==> src/hw/exu_pkg.sv <==
package exu_pkg;

    localparam int XLEN = 32;
    localparam int REG_IDX_W = 4;
    localparam int CSR_ADDR_W = 12;

    typedef logic [XLEN-1:0] xlen_t;
    typedef logic [REG_IDX_W-1:0] reg_idx_t;
    typedef logic [CSR_ADDR_W-1:0] csr_addr_t;

    // One-hot access size {word, half, byte} and zero when no access
    typedef logic [2:0] mem_size_t;

    localparam mem_size_t MEM_WORD = 3'b100;
    localparam mem_size_t MEM_HALF = 3'b010;
    localparam mem_size_t MEM_BYTE = 3'b001;

    typedef enum logic [4:0] {
        ALU_ADD, ALU_SUB, ALU_AND, ALU_OR, ALU_XOR,
        ALU_SLL, ALU_SRL, ALU_SRA, ALU_SLT, ALU_SLTU,
        ALU_PASS_B,
        ALU_BEQ, ALU_BNE, ALU_BLT, ALU_BGE, ALU_BLTU, ALU_BGEU,
        ALU_JUMP
    } alu_op_e;

    localparam csr_addr_t MSTATUS = 12'h300;
    localparam csr_addr_t MTVEC = 12'h305;
    localparam csr_addr_t MEPC = 12'h341;
    localparam csr_addr_t MCAUSE = 12'h342;

    // Environment call from M-mode
    localparam xlen_t CAUSE_ECALL_M = 32'd11;

    typedef struct packed {
        xlen_t pc;
        xlen_t imm;
        reg_idx_t rd;
        reg_idx_t rs1;
        reg_idx_t rs2;
        xlen_t src1_r;
        xlen_t src2_r;
        logic gpr_we;
        alu_op_e alu_op;
        logic src1_is_pc;
        logic src2_is_imm;
        logic is_jump;
        logic is_branch;
        mem_size_t load_size;
        mem_size_t store_size;
        logic is_fence_i;
        logic ecall;
        logic mret;
        csr_addr_t csr_addr;
        logic csr_rw;
        logic csr_rs;
    } dec_to_exe_t;

    typedef struct packed {
        logic en;
        csr_addr_t addr;
        xlen_t data;
        logic trap;
        xlen_t trap_pc;
    } csr_wr_t;

    typedef struct packed {
        xlen_t pc;
        reg_idx_t rd;
        logic gpr_we;
        mem_size_t load_size;
        mem_size_t store_size;
        xlen_t result;
        xlen_t store_data;
        csr_wr_t csr_wr;
    } exe_to_mem_t;

endpackage
==> src/hw/exu_top.sv <==
`timescale 1ns/1ns

module exu_top #(
    parameter int BYPASS_DEPTH = 4
) (
    input  logic                 clk,
    input  logic                 rst,
    input  logic                 dec_valid,
    input  exu_pkg::dec_to_exe_t dec,
    input  logic                 lsu_ready,
    input  logic                 load_done,
    input  exu_pkg::xlen_t       load_data,
    input  logic                 pc_update,
    output logic                 exu_ready,
    output logic                 exe_valid,
    output exu_pkg::exe_to_mem_t exe_out,
    output logic                 fence_i,
    output logic                 redirect_valid,
    output exu_pkg::xlen_t       redirect_pc
);

    exu_pkg::xlen_t csr_rdata;

    exu_stage #(
        .BYPASS_DEPTH(BYPASS_DEPTH)
    ) u_stage (
        .clk           (clk),
        .rst           (rst),
        .dec_valid     (dec_valid),
        .dec           (dec),
        .lsu_ready     (lsu_ready),
        .load_done     (load_done),
        .load_data     (load_data),
        .csr_rdata     (csr_rdata),
        .pc_update     (pc_update),
        .exu_ready     (exu_ready),
        .exe_valid     (exe_valid),
        .exe_out       (exe_out),
        .fence_i       (fence_i),
        .redirect_valid(redirect_valid),
        .redirect_pc   (redirect_pc)
    );

    exu_csr u_csr (
        .clk    (clk),
        .rst    (rst),
        .rd_addr(dec.csr_addr),
        .csr_wr (exe_out.csr_wr),
        .rd_data(csr_rdata)
    );

endmodule

==> src/hw/exu_csr.sv <==
`timescale 1ns/1ns

module exu_csr (
    input  logic                clk,
    input  logic                rst,
    input  exu_pkg::csr_addr_t  rd_addr,
    input  exu_pkg::csr_wr_t    csr_wr,
    output exu_pkg::xlen_t      rd_data
);

    exu_pkg::xlen_t mstatus;
    exu_pkg::xlen_t mtvec;
    exu_pkg::xlen_t mepc;
    exu_pkg::xlen_t mcause;

    always_comb begin
        case (rd_addr)
            exu_pkg::MSTATUS: rd_data = mstatus;
            exu_pkg::MTVEC:   rd_data = mtvec;
            exu_pkg::MEPC:    rd_data = mepc;
            exu_pkg::MCAUSE:  rd_data = mcause;
            default:          rd_data = '0;
        endcase
    end

    always_ff @(posedge clk or posedge rst) begin
        if (rst) begin
            mstatus <= '0;
            mtvec <= '0;
            mepc <= '0;
            mcause <= '0;
        end else begin
            if (csr_wr.en) begin
                case (csr_wr.addr)
                    exu_pkg::MSTATUS: mstatus <= csr_wr.data;
                    exu_pkg::MTVEC:   mtvec <= csr_wr.data;
                    exu_pkg::MEPC:    mepc <= csr_wr.data;
                    exu_pkg::MCAUSE:  mcause <= csr_wr.data;
                    default: ;
                endcase
            end
            // Trap entry wins over a plain write
            if (csr_wr.trap) begin
                mepc <= csr_wr.trap_pc;
                mcause <= exu_pkg::CAUSE_ECALL_M;
            end
        end
    end

endmodule

==> src/hw/exu_stage.sv <==
`timescale 1ns/1ns

module exu_stage #(
    parameter int BYPASS_DEPTH = 4
) (
    input  logic                 clk,
    input  logic                 rst,
    input  logic                 dec_valid,
    input  exu_pkg::dec_to_exe_t dec,
    input  logic                 lsu_ready,
    input  logic                 load_done,
    input  exu_pkg::xlen_t       load_data,
    input  exu_pkg::xlen_t       csr_rdata,
    input  logic                 pc_update,
    output logic                 exu_ready,
    output logic                 exe_valid,
    output exu_pkg::exe_to_mem_t exe_out,
    output logic                 fence_i,
    output logic                 redirect_valid,
    output exu_pkg::xlen_t       redirect_pc
);

    exu_pkg::xlen_t src1;
    exu_pkg::xlen_t src2;
    exu_pkg::xlen_t alu_a;
    exu_pkg::xlen_t alu_b;
    exu_pkg::xlen_t alu_result;
    exu_pkg::xlen_t csr_old;
    exu_pkg::xlen_t csr_wdata;
    exu_pkg::xlen_t wb_data;
    exu_pkg::xlen_t pc_plus4;
    exu_pkg::xlen_t target;
    exu_pkg::exe_to_mem_t out_next;
    logic wait_src;
    logic cond;
    logic accept;
    logic live;
    logic is_csr;
    logic take;

    assign exu_ready = lsu_ready && !wait_src;
    assign accept = dec_valid && exu_ready;
    // Accepted but squashed while a redirect is outstanding
    assign live = accept && !redirect_valid;

    assign is_csr = dec.csr_rw | dec.csr_rs;

    exu_bypass #(
        .BYPASS_DEPTH(BYPASS_DEPTH)
    ) u_bypass (
        .clk         (clk),
        .rst         (rst),
        .push        (live && dec.gpr_we),
        .push_rd     (dec.rd),
        .push_data   (wb_data),
        .push_is_load(|dec.load_size),
        .load_done   (load_done),
        .load_data   (load_data),
        .rs1         (dec.rs1),
        .rs2         (dec.rs2),
        .src1_r      (dec.src1_r),
        .src2_r      (dec.src2_r),
        .src1        (src1),
        .src2        (src2),
        .wait_src    (wait_src)
    );

    assign alu_a = dec.src1_is_pc ? dec.pc : src1;
    assign alu_b = dec.src2_is_imm ? dec.imm : src2;

    exu_alu u_alu (
        .op    (dec.alu_op),
        .a     (alu_a),
        .b     (alu_b),
        .cmp_a (src1),
        .cmp_b (src2),
        .result(alu_result),
        .cond  (cond)
    );

    // CSR write still sitting in the output register has not reached the file yet
    assign csr_old = (exe_valid && exe_out.csr_wr.en && exe_out.csr_wr.addr == dec.csr_addr)
                   ? exe_out.csr_wr.data : csr_rdata;

    assign csr_wdata = ({32{dec.csr_rw}} & src1)
                     | ({32{dec.csr_rs}} & (src1 | csr_old));

    assign pc_plus4 = dec.pc + 32'd4;
    assign target = (dec.ecall | dec.mret) ? csr_old : alu_result;
    assign take = dec.ecall | dec.mret | ((dec.is_jump | dec.is_branch) & cond);

    assign wb_data = dec.is_jump ? pc_plus4 :
                     is_csr      ? csr_old  : alu_result;

    always_comb begin
        out_next.pc = dec.pc;
        out_next.rd = dec.rd;
        out_next.gpr_we = dec.gpr_we;
        out_next.load_size = dec.load_size;
        out_next.store_size = dec.store_size;
        out_next.result = wb_data;
        out_next.store_data = src2;
        out_next.csr_wr.en = live && is_csr;
        out_next.csr_wr.addr = dec.csr_addr;
        out_next.csr_wr.data = csr_wdata;
        out_next.csr_wr.trap = live && dec.ecall;
        out_next.csr_wr.trap_pc = dec.pc;
    end

    always_ff @(posedge clk or posedge rst) begin
        if (rst) begin
            exe_valid <= 1'b0;
            exe_out <= '0;
            fence_i <= 1'b0;
        end else begin
            fence_i <= live && dec.is_fence_i;
            // Hold the bundle while the memory stage stalls
            if (lsu_ready) begin
                exe_valid <= live;
                exe_out <= out_next;
            end
        end
    end

    always_ff @(posedge clk or posedge rst) begin
        if (rst) begin
            redirect_valid <= 1'b0;
            redirect_pc <= '0;
        end else if (!redirect_valid) begin
            if (accept && take && target != pc_plus4) begin
                redirect_valid <= 1'b1;
                redirect_pc <= target;
            end
        end else if (pc_update) begin
            redirect_valid <= 1'b0;
        end
    end

endmodule

==> src/hw/exu_bypass.sv <==
`timescale 1ns/1ns

module exu_bypass #(
    parameter int BYPASS_DEPTH = 4
) (
    input  logic              clk,
    input  logic              rst,
    input  logic              push,
    input  exu_pkg::reg_idx_t push_rd,
    input  exu_pkg::xlen_t    push_data,
    input  logic              push_is_load,
    input  logic              load_done,
    input  exu_pkg::xlen_t    load_data,
    input  exu_pkg::reg_idx_t rs1,
    input  exu_pkg::reg_idx_t rs2,
    input  exu_pkg::xlen_t    src1_r,
    input  exu_pkg::xlen_t    src2_r,
    output exu_pkg::xlen_t    src1,
    output exu_pkg::xlen_t    src2,
    output logic              wait_src
);

    typedef struct packed {
        exu_pkg::reg_idx_t rd;
        exu_pkg::xlen_t data;
        logic pending;
    } entry_t;

    typedef struct packed {
        exu_pkg::xlen_t data;
        logic pending;
    } pick_t;

    // Entry 0 is the newest write
    entry_t queue [BYPASS_DEPTH];
    entry_t filled [BYPASS_DEPTH];
    entry_t new_entry;
    pick_t pick1;
    pick_t pick2;

    // Walk oldest to newest so the newest match is left standing
    function automatic pick_t lookup(exu_pkg::reg_idx_t rs, exu_pkg::xlen_t reg_val);
        pick_t sel;
        sel.data = reg_val;
        sel.pending = 1'b0;
        for (int i = BYPASS_DEPTH - 1; i >= 0; i--) begin
            if (queue[i].rd == rs && rs != '0) begin
                sel.data = queue[i].data;
                sel.pending = queue[i].pending;
            end
        end
        return sel;
    endfunction

    assign pick1 = lookup(rs1, src1_r);
    assign pick2 = lookup(rs2, src2_r);

    assign src1 = pick1.data;
    assign src2 = pick2.data;
    assign wait_src = pick1.pending | pick2.pending;

    // A returning load completes every entry still waiting on it
    always_comb begin
        for (int i = 0; i < BYPASS_DEPTH; i++) begin
            filled[i] = queue[i];
            if (load_done && queue[i].pending) begin
                filled[i].data = load_data;
                filled[i].pending = 1'b0;
            end
        end
    end

    assign new_entry.rd = push_rd;
    assign new_entry.data = push_data;
    assign new_entry.pending = push_is_load;

    always_ff @(posedge clk or posedge rst) begin
        if (rst) begin
            for (int i = 0; i < BYPASS_DEPTH; i++) begin
                queue[i] <= '0;
            end
        end else if (push) begin
            queue[0] <= new_entry;
            for (int i = 1; i < BYPASS_DEPTH; i++) begin
                queue[i] <= filled[i-1];
            end
        end else begin
            for (int i = 0; i < BYPASS_DEPTH; i++) begin
                queue[i] <= filled[i];
            end
        end
    end

endmodule

==> src/hw/exu_alu.sv <==
`timescale 1ns/1ns

module exu_alu (
    input  exu_pkg::alu_op_e op,
    input  exu_pkg::xlen_t   a,
    input  exu_pkg::xlen_t   b,
    input  exu_pkg::xlen_t   cmp_a,
    input  exu_pkg::xlen_t   cmp_b,
    output exu_pkg::xlen_t   result,
    output logic             cond
);

    exu_pkg::xlen_t sum;
    logic [4:0] shamt;
    logic eq;
    logic lt_s;
    logic lt_u;

    assign sum = a + b;
    assign shamt = b[4:0];

    assign eq = (cmp_a == cmp_b);
    assign lt_s = ($signed(cmp_a) < $signed(cmp_b));
    assign lt_u = (cmp_a < cmp_b);

    always_comb begin
        case (op)
            exu_pkg::ALU_ADD:    result = sum;
            exu_pkg::ALU_SUB:    result = a - b;
            exu_pkg::ALU_AND:    result = a & b;
            exu_pkg::ALU_OR:     result = a | b;
            exu_pkg::ALU_XOR:    result = a ^ b;
            exu_pkg::ALU_SLL:    result = a << shamt;
            exu_pkg::ALU_SRL:    result = a >> shamt;
            exu_pkg::ALU_SRA:    result = $signed(a) >>> shamt;
            exu_pkg::ALU_SLT:    result = {31'd0, $signed(a) < $signed(b)};
            exu_pkg::ALU_SLTU:   result = {31'd0, a < b};
            exu_pkg::ALU_PASS_B: result = b;
            // jalr drops the low target bit
            exu_pkg::ALU_JUMP:   result = sum & ~32'd1;
            default:             result = sum;
        endcase
    end

    always_comb begin
        case (op)
            exu_pkg::ALU_BEQ:  cond = eq;
            exu_pkg::ALU_BNE:  cond = !eq;
            exu_pkg::ALU_BLT:  cond = lt_s;
            exu_pkg::ALU_BGE:  cond = !lt_s;
            exu_pkg::ALU_BLTU: cond = lt_u;
            exu_pkg::ALU_BGEU: cond = !lt_u;
            exu_pkg::ALU_JUMP: cond = 1'b1;
            default:           cond = 1'b0;
        endcase
    end

endmodule

==> config.mk <==
export PLATFORM = sky130hd
export DESIGN_NAME = exu_top
export DESIGN_NICKNAME = d
export VERILOG_FILES = /design/src/hw/exu_pkg.sv /design/src/hw/exu_top.sv /design/src/hw/exu_csr.sv /design/src/hw/exu_stage.sv /design/src/hw/exu_bypass.sv /design/src/hw/exu_alu.sv
export SDC_FILE = /design/constraint.sdc
export NUM_CORES = 2
export LEC_CHECK = 0
export BUFFER_PORTS_ARGS = -buffer_cell sky130_fd_sc_hd__buf_2
export CORE_AREA = 2 2 290 292
export DETAILED_ROUTE_END_ITERATION = 10
export DIE_AREA = 0 0 292 294
export PLACE_DENSITY_LB_ADDON = 0.05
export SLEW_MARGIN = 20
export SYNTH_ARGS = -nofsm -noshare
export SYNTH_HDL_FRONTEND = slang
export SYNTH_HIERARCHICAL = 1
export SYNTH_SLANG_ARGS = --single-unit
==> constraint.sdc <==
create_clock -name clk -period 13.5 [get_ports clk]
set_input_delay 1.35 -clock clk [delete_from_list [all_inputs] [get_ports clk]]
set_output_delay 1.35 -clock clk [all_outputs]
set_load 0.005 [all_outputs]
# After elaboration in Yosys (flattened, before gate mapping)

Index checks and enable logic that the tools add are counted.

Register bits after elaboration: 464
Output and inout bits: 221
Input bits: 211

Bitwise logic cells: 14
$lt $le $gt $ge: 4
Muxes and demuxes: 31
Reduce and logical (&&, ||, !) cells: 40
Add/sub/neg operators: 3
Equal/unequal tests: 36
Shifts and indexed selects: 3

Operator list:

| cell                    | count |
|---|---|
| $mux W33                | 12 |
| $mux W32                | 12 |
| $pmux W32 S11           | 1 |
| $mux W144               | 1 |
| $lt A32 B32 Y1          | 4 |
| $pmux W32 S4            | 1 |
| $and A32 B32 Y32        | 3 |
| $eq A12 B10 Y1 const B  | 8 |
| $or A32 B32 Y32         | 3 |
| $eq A5 B4 Y1 const B    | 8 |
| $add A32 B3 Y32 const B | 1 |
| $add A32 B32 Y32        | 1 |
| $eq A32 B32 Y1          | 1 |
| $eq A4 B4 Y1            | 8 |
| $ne A32 B32 Y1          | 1 |
| $shl A32 B5 Y32         | 1 |
| $shr A32 B5 Y32         | 1 |
| $sshr A32 B5 Y32        | 1 |
| $sub A32 B32 Y32        | 1 |
| $xor A32 B32 Y32        | 1 |
| $logic_and A1 B1 Y1     | 23 |
| $eq A5 B3 Y1 const B    | 4 |
| $eq A12 B12 Y1          | 1 |
| $eq A5 B2 Y1 const B    | 2 |
| 12 further kinds        | 31 |

# Logic depth before layout (Yosys ltp)

Depth in word-level cells: 15
Gate-level depth with buffers: 34
Mapped depth without buffers: 26

# Cells and area by module

Netlist, hierarchy kept.

Modules (own cells, without submodules):

| module     | seq. area each (sq um) | times used | area an instance (sq um) | cells each |
|---|---|---|---|---|
| exu_stage  | 4704.5                 | 1          | 11164.5                  | 1062 |
| exu_bypass | 3703.6                 | 1          | 10000.8                  | 1051 |
| exu_alu    | 0.0                    | 1          | 9646.8                   | 1386 |
| exu_csr    | 3203.1                 | 1          | 6177.2                   | 476 |

# Worst setup path before layout

Ideal clock, no wire load.

Path kind: in2reg
From: input dec[98] (netlist name)
To: register u_stage.redirect_pc[10]
Cell stages on the path: 32
Path buffers: 9
Slack: 5106 ps
Data required time: 13375 ps
Data arrival time: 8268 ps
Cell sequence: buf_4 > or2_4 > o311a_1 > and2_1 > buf_6 > buf_6 > a211oi_2 > o211ai_1 > mux2_2 > clkbuf_1 > inv_2 > buf_2 > buf_2 > buf_1 > ha_1 > buf_6 > nor2b_4 > a311o_4 > a2111oi_4 > o41ai_2 > a221oi_4 > nor2_1 > a211oi_1 > o221ai_1 > nor2_1 > a31oi_1 > xnor2_1 > or4_1 > nor4_4 > a31oi_4 > buf_6 > mux2_4

RTL lines:

| item                   | line             | source |
|---|---|---|
| start: declaration     | exu_top.sv:9     | `input exu_pkg::dec_to_exe_t dec,` |
| end signal: assignment | exu_stage.sv:132 | `redirect_pc <= target;` |
| end: declaration       | exu_stage.sv:20  | `output exu_pkg::xlen_t redirect_pc` |

# Final worst setup path

From: input dec[101] (netlist name)
To: register u_stage.redirect_pc[3]

RTL lines:

| item                                               | line             | source |
|---|---|---|
| $eq A4 B4 Y1 or $reduce_bool A4 Y1 (tied branches) | exu_bypass.sv:47 | `if (queue[i].rd == rs && rs != '0) begin` |
| $logic_and A1 B1 Y1                                | exu_bypass.sv:47 |  |
| $mux W33 (3 in series)                             | exu_bypass.sv:47 |  |
| $mux W33 (*)                                       | exu_bypass.sv:47 |  |
| net u_stage.src1[5]                                | exu_stage.sv:23  | `exu_pkg::xlen_t src1;` |
| $mux W32 (*)                                       | exu_stage.sv:68  | `assign alu_a = dec.src1_is_pc ? dec.pc : src1;` |
| net u_stage.alu_a[5]                               | exu_stage.sv:25  | `exu_pkg::xlen_t alu_a;` |
| $add A32 B32 Y32, or another cell as far along     | exu_alu.sv:19    | `assign sum = a + b;` |
| $pmux W32 S11 (*)                                  | exu_alu.sv:27    | `case (op)` |
| net u_stage.alu_result[24]                         | exu_stage.sv:27  | `exu_pkg::xlen_t alu_result;` |
| $mux W32 (*)                                       | exu_stage.sv:89  | `assign target = (dec.ecall \| dec.mret) ? csr_old : alu_result;` |
| $ne A32 B32 Y1 (*)                                 | exu_stage.sv:130 | `if (accept && take && target != pc_plus4) begin` |
| $logic_and A1 B1 Y1 (*)                            | exu_stage.sv:130 |  |
| $reduce_and A2 Y1 (no source line) (*)             | --               |  |

Mark *: on every way through the listed nets, which the timed path passes. The rest lies on a longest branch.
A chain may end at the register's enable or synchronous reset.

==> qor.txt <==
status: completed
# nets final: 4553
worst slew pin tran: 1280 ps
crit-path max FO: 34
postcts setup bufs: 0
post-DP HPWL: 127 mm
crit path DAT: 10040 ps
Setup crit end: u_stage/redirect_pc[3]$_DFFE_PP0P_
FF-to-FF path depth: 29
Synth area leaders: dfrtp_1 31%, mux2_2 9.6%, mux2i_1 6.7%
# clock sinks: 464
routability congestion estimate: 1.03
Via density: 6.60
via count: 35200
EDFF count, synth: 0
die height: 294 um
flop-to-flop setup slack: 4370 ps
worst r2r dst: u_stage/redirect_pc[3]$_DFFE_PP0P_
Yosys top cell area share: 0.314
ys async rst share: 1.00
design area: 0.0415 mm2
Reg clk slew, reported paths: 60 ps
top cells by count, synth: 464 x dfrtp_1, 334 x nor2_1, 314 x mux2_2
Synth Net Count: 4318
DP Cell Count: 5233
DIE AREA: 0.0858 mm2
DRC viols: 0
starting density of the core: 0.446
max-cap violations: 0
largest net degree at the start of global routing: 81
total track usage: 0.389
Final min period: 9500 ps
Final Hold Vio Count: 0
Syn Area/Cell: 9.31 um2
Hold Startpoint: u_csr/mstatus[1]$_DFFE_PP0P_
leakage: 19.4 nW
TritonRoute pass-1 iters: 7
RSZ-0062 raised after global routing: false
Crit path required time: 14030 ps
Placement Cell Area: 0.0397 mm2
Place WS: 3490 ps
Tcrit/Tclk final: 0.704
first-pass GRT wire length: 245 mm
register area share after synthesis: 0.314
remaining antenna violation count: 0
Worst R2R Start: u_stage/u_bypass/filled[36]$_DFFE_PP0P_
Clock Path Buffers: 3
layout cells sized above 1: 0.266
Synth Register Bits: 464
hold buffers post-CTS: 0
Netlist cell types: 112
synth-to-layout area growth: 12.2%
# resized after CTS: 0
power density cells: 239 mW/mm2
most common cell in the netlist: dfrtp_1
dominant synthesized flop cell: dfrtp_1
vias in the first global route: 33900
CP max-delay cell: nand2_1
Site Rows: 106
antenna violations before repair: 16
TNS Setup: 0 ps
Relative slew margins: 0.145
crit start category: primary input
CP max stage delay: 610 ps
Hold Crit Class: reg -> reg
Non-Filler Instances: 5334
worst skew pair latency: 650 ps
Yosys warnings: 6
Peak Freq: 105 MHz
CORE AREA: 0.0829 mm2
# IOs: 432
chip width: 292 um
WL final: 172 mm
H-tree depth: 2
CTS tree: yes
most used cell, CP: buf_4
final setup fails: 0
VDD IR max: 0.125 mV
CP startpoint: dec[101]
CTS Buf Count: 55
largest area contributor in the netlist: dfrtp_1
Setup CP Type: in -> reg
number of port buffers: 431
final setup margin: 4000 ps
residual overflow from global routing: 0
Routed WL per cell: 32.3 um
Mapped Area: 0.0370 mm2
DR iter-0 viols: 4372
Mapped Cells: 3975
clock root buffer: clkbuf_16
Max Clock Skew: 48.9 ps
max-slew violation count: 0
Critical Path End Type: flop
[area by class of cell]
type	instances	area (um2)
Fill cell	7958	41400
Inverter	168	648
Tap cell	1080	1350
Multi-Input combinational cell	2979	23100
Timing Repair Buffer	542	3000
Sequential cell	464	11600
Clock buffer	83	1640
Clock inverter	13	180
Antenna cell	5	12.5
[placed cells by master (no fill, tap or decap), types with 16 or more instances in the layout]
cell type  synthesis  layout
nand2b_1          17      17
a31oi_1           29      29
mux2i_1          246     246
a21oi_1          269     266
o21bai_1          18      18
mux4_2            38      38
buf_2             58     430
buf_4             42     111
dfrtp_1          464     463
mux2_4            40      41
clkbuf_8           0      16
nor3_1            40      39
a22o_1            39      39
a21o_1            21      21
a22oi_1          111     111
nand2_1          194     189
o22ai_1           49      49
nand4_1           46      46
a221oi_1          24      24
ha_1             130     130
nor2_1           334     332
a211oi_2          34      34
mux2_2           314     313
nor4_1            20      20
o2bb2ai_1         30      30
nand3_1           89      87
inv_1            161     158
o41ai_1           16      16
xor2_1            44      44
o211ai_1          96      96
o21ai_0          104     103
o31ai_1           39      39
clkbuf_16          0      55
and3_1           113     112
a211oi_1          86      85
xnor2_1           74      74
[per-stage QoR]
step,hold WS (ps),utilization,power [mW]
2_1_floorplan,459,-,5.90
3_3_place_gp,469,0.479,8.20
3_5_place_dp,480,0.479,8.18
4_1_cts,493,0.501,9.73
5_1_grt,514,0.501,10.4
6_report,495,0.501,9.93
[flip-flops by register name, summed over array words and instances, names as in the netlist]
name and count:
u_stage/exe_out 153, u_csr/mstatus 32, u_csr/mtvec 32, u_stage/exe_valid 1
u_stage/u_bypass/filled 16, u_stage/redirect_pc 32, u_stage/u_bypass/queue 132, u_csr/mcause 32
u_stage/redirect_valid 1, u_stage/fence_i 1, u_csr/mepc 32
[layer usage]
| metal | track usage | vias up | part of all wire |
|---|---|---|---|
| li1 | - | 15300 | - |
| met1 | 0.508 | 17400 | 0.40 |
| met2 | 0.586 | 2061 | 0.43 |
| met3 | 0.113 | 427 | 0.11 |
| met4 | 0.195 | 12 | 0.059 |
| met5 | 0 | - | 0.00039 |
[worst min path at each step]
| stage | endpoint | depth (start not counted) |
|---|---|---|
| 2_1_floorplan | u_csr/mstatus[1]$_DFFE_PP0P_ | 1 |
| 3_3_place_gp | u_csr/mstatus[1]$_DFFE_PP0P_ | 1 |
| 3_5_place_dp | u_csr/mstatus[1]$_DFFE_PP0P_ | 1 |
| 4_1_cts | u_csr/mstatus[1]$_DFFE_PP0P_ | 1 |
| 5_1_grt | u_csr/mtvec[5]$_DFFE_PP0P_ | 1 |
| 6_report | u_csr/mstatus[1]$_DFFE_PP0P_ | 1 |
[critical path: cells and delay by family]
kind	cells	cell delay, ps
AO/OA/AOI/OAI	14	3500
XOR/XNOR	1	220
adder cells (fa/ha/maj)	1	560
buffers and inverters	6	1460
multiplexers	2	640
AND/OR/NAND/NOR	6	2190
[power by group]
part	total (mW)	internal [mW]	switching [mW]	leakage, nW
logic	6.07	2.21	3.86	12.8
registers	2.34	1.83	0.509	5.72
clock network	1.52	0.878	0.641	0.895
total	9.93	4.92	5.01	19.4
[logic make-up after synthesis]
family / share of synthesized area
AO/OA/AOI/OAI: 0.215
multiplexers: 0.203
XOR/XNOR: 0.0279
flip-flops: 0.314
AND/OR/NAND/NOR: 0.130
buffers and inverters: 0.0653
adder cells (fa/ha/maj): 0.0451
(Power assumes the default switching activity.)
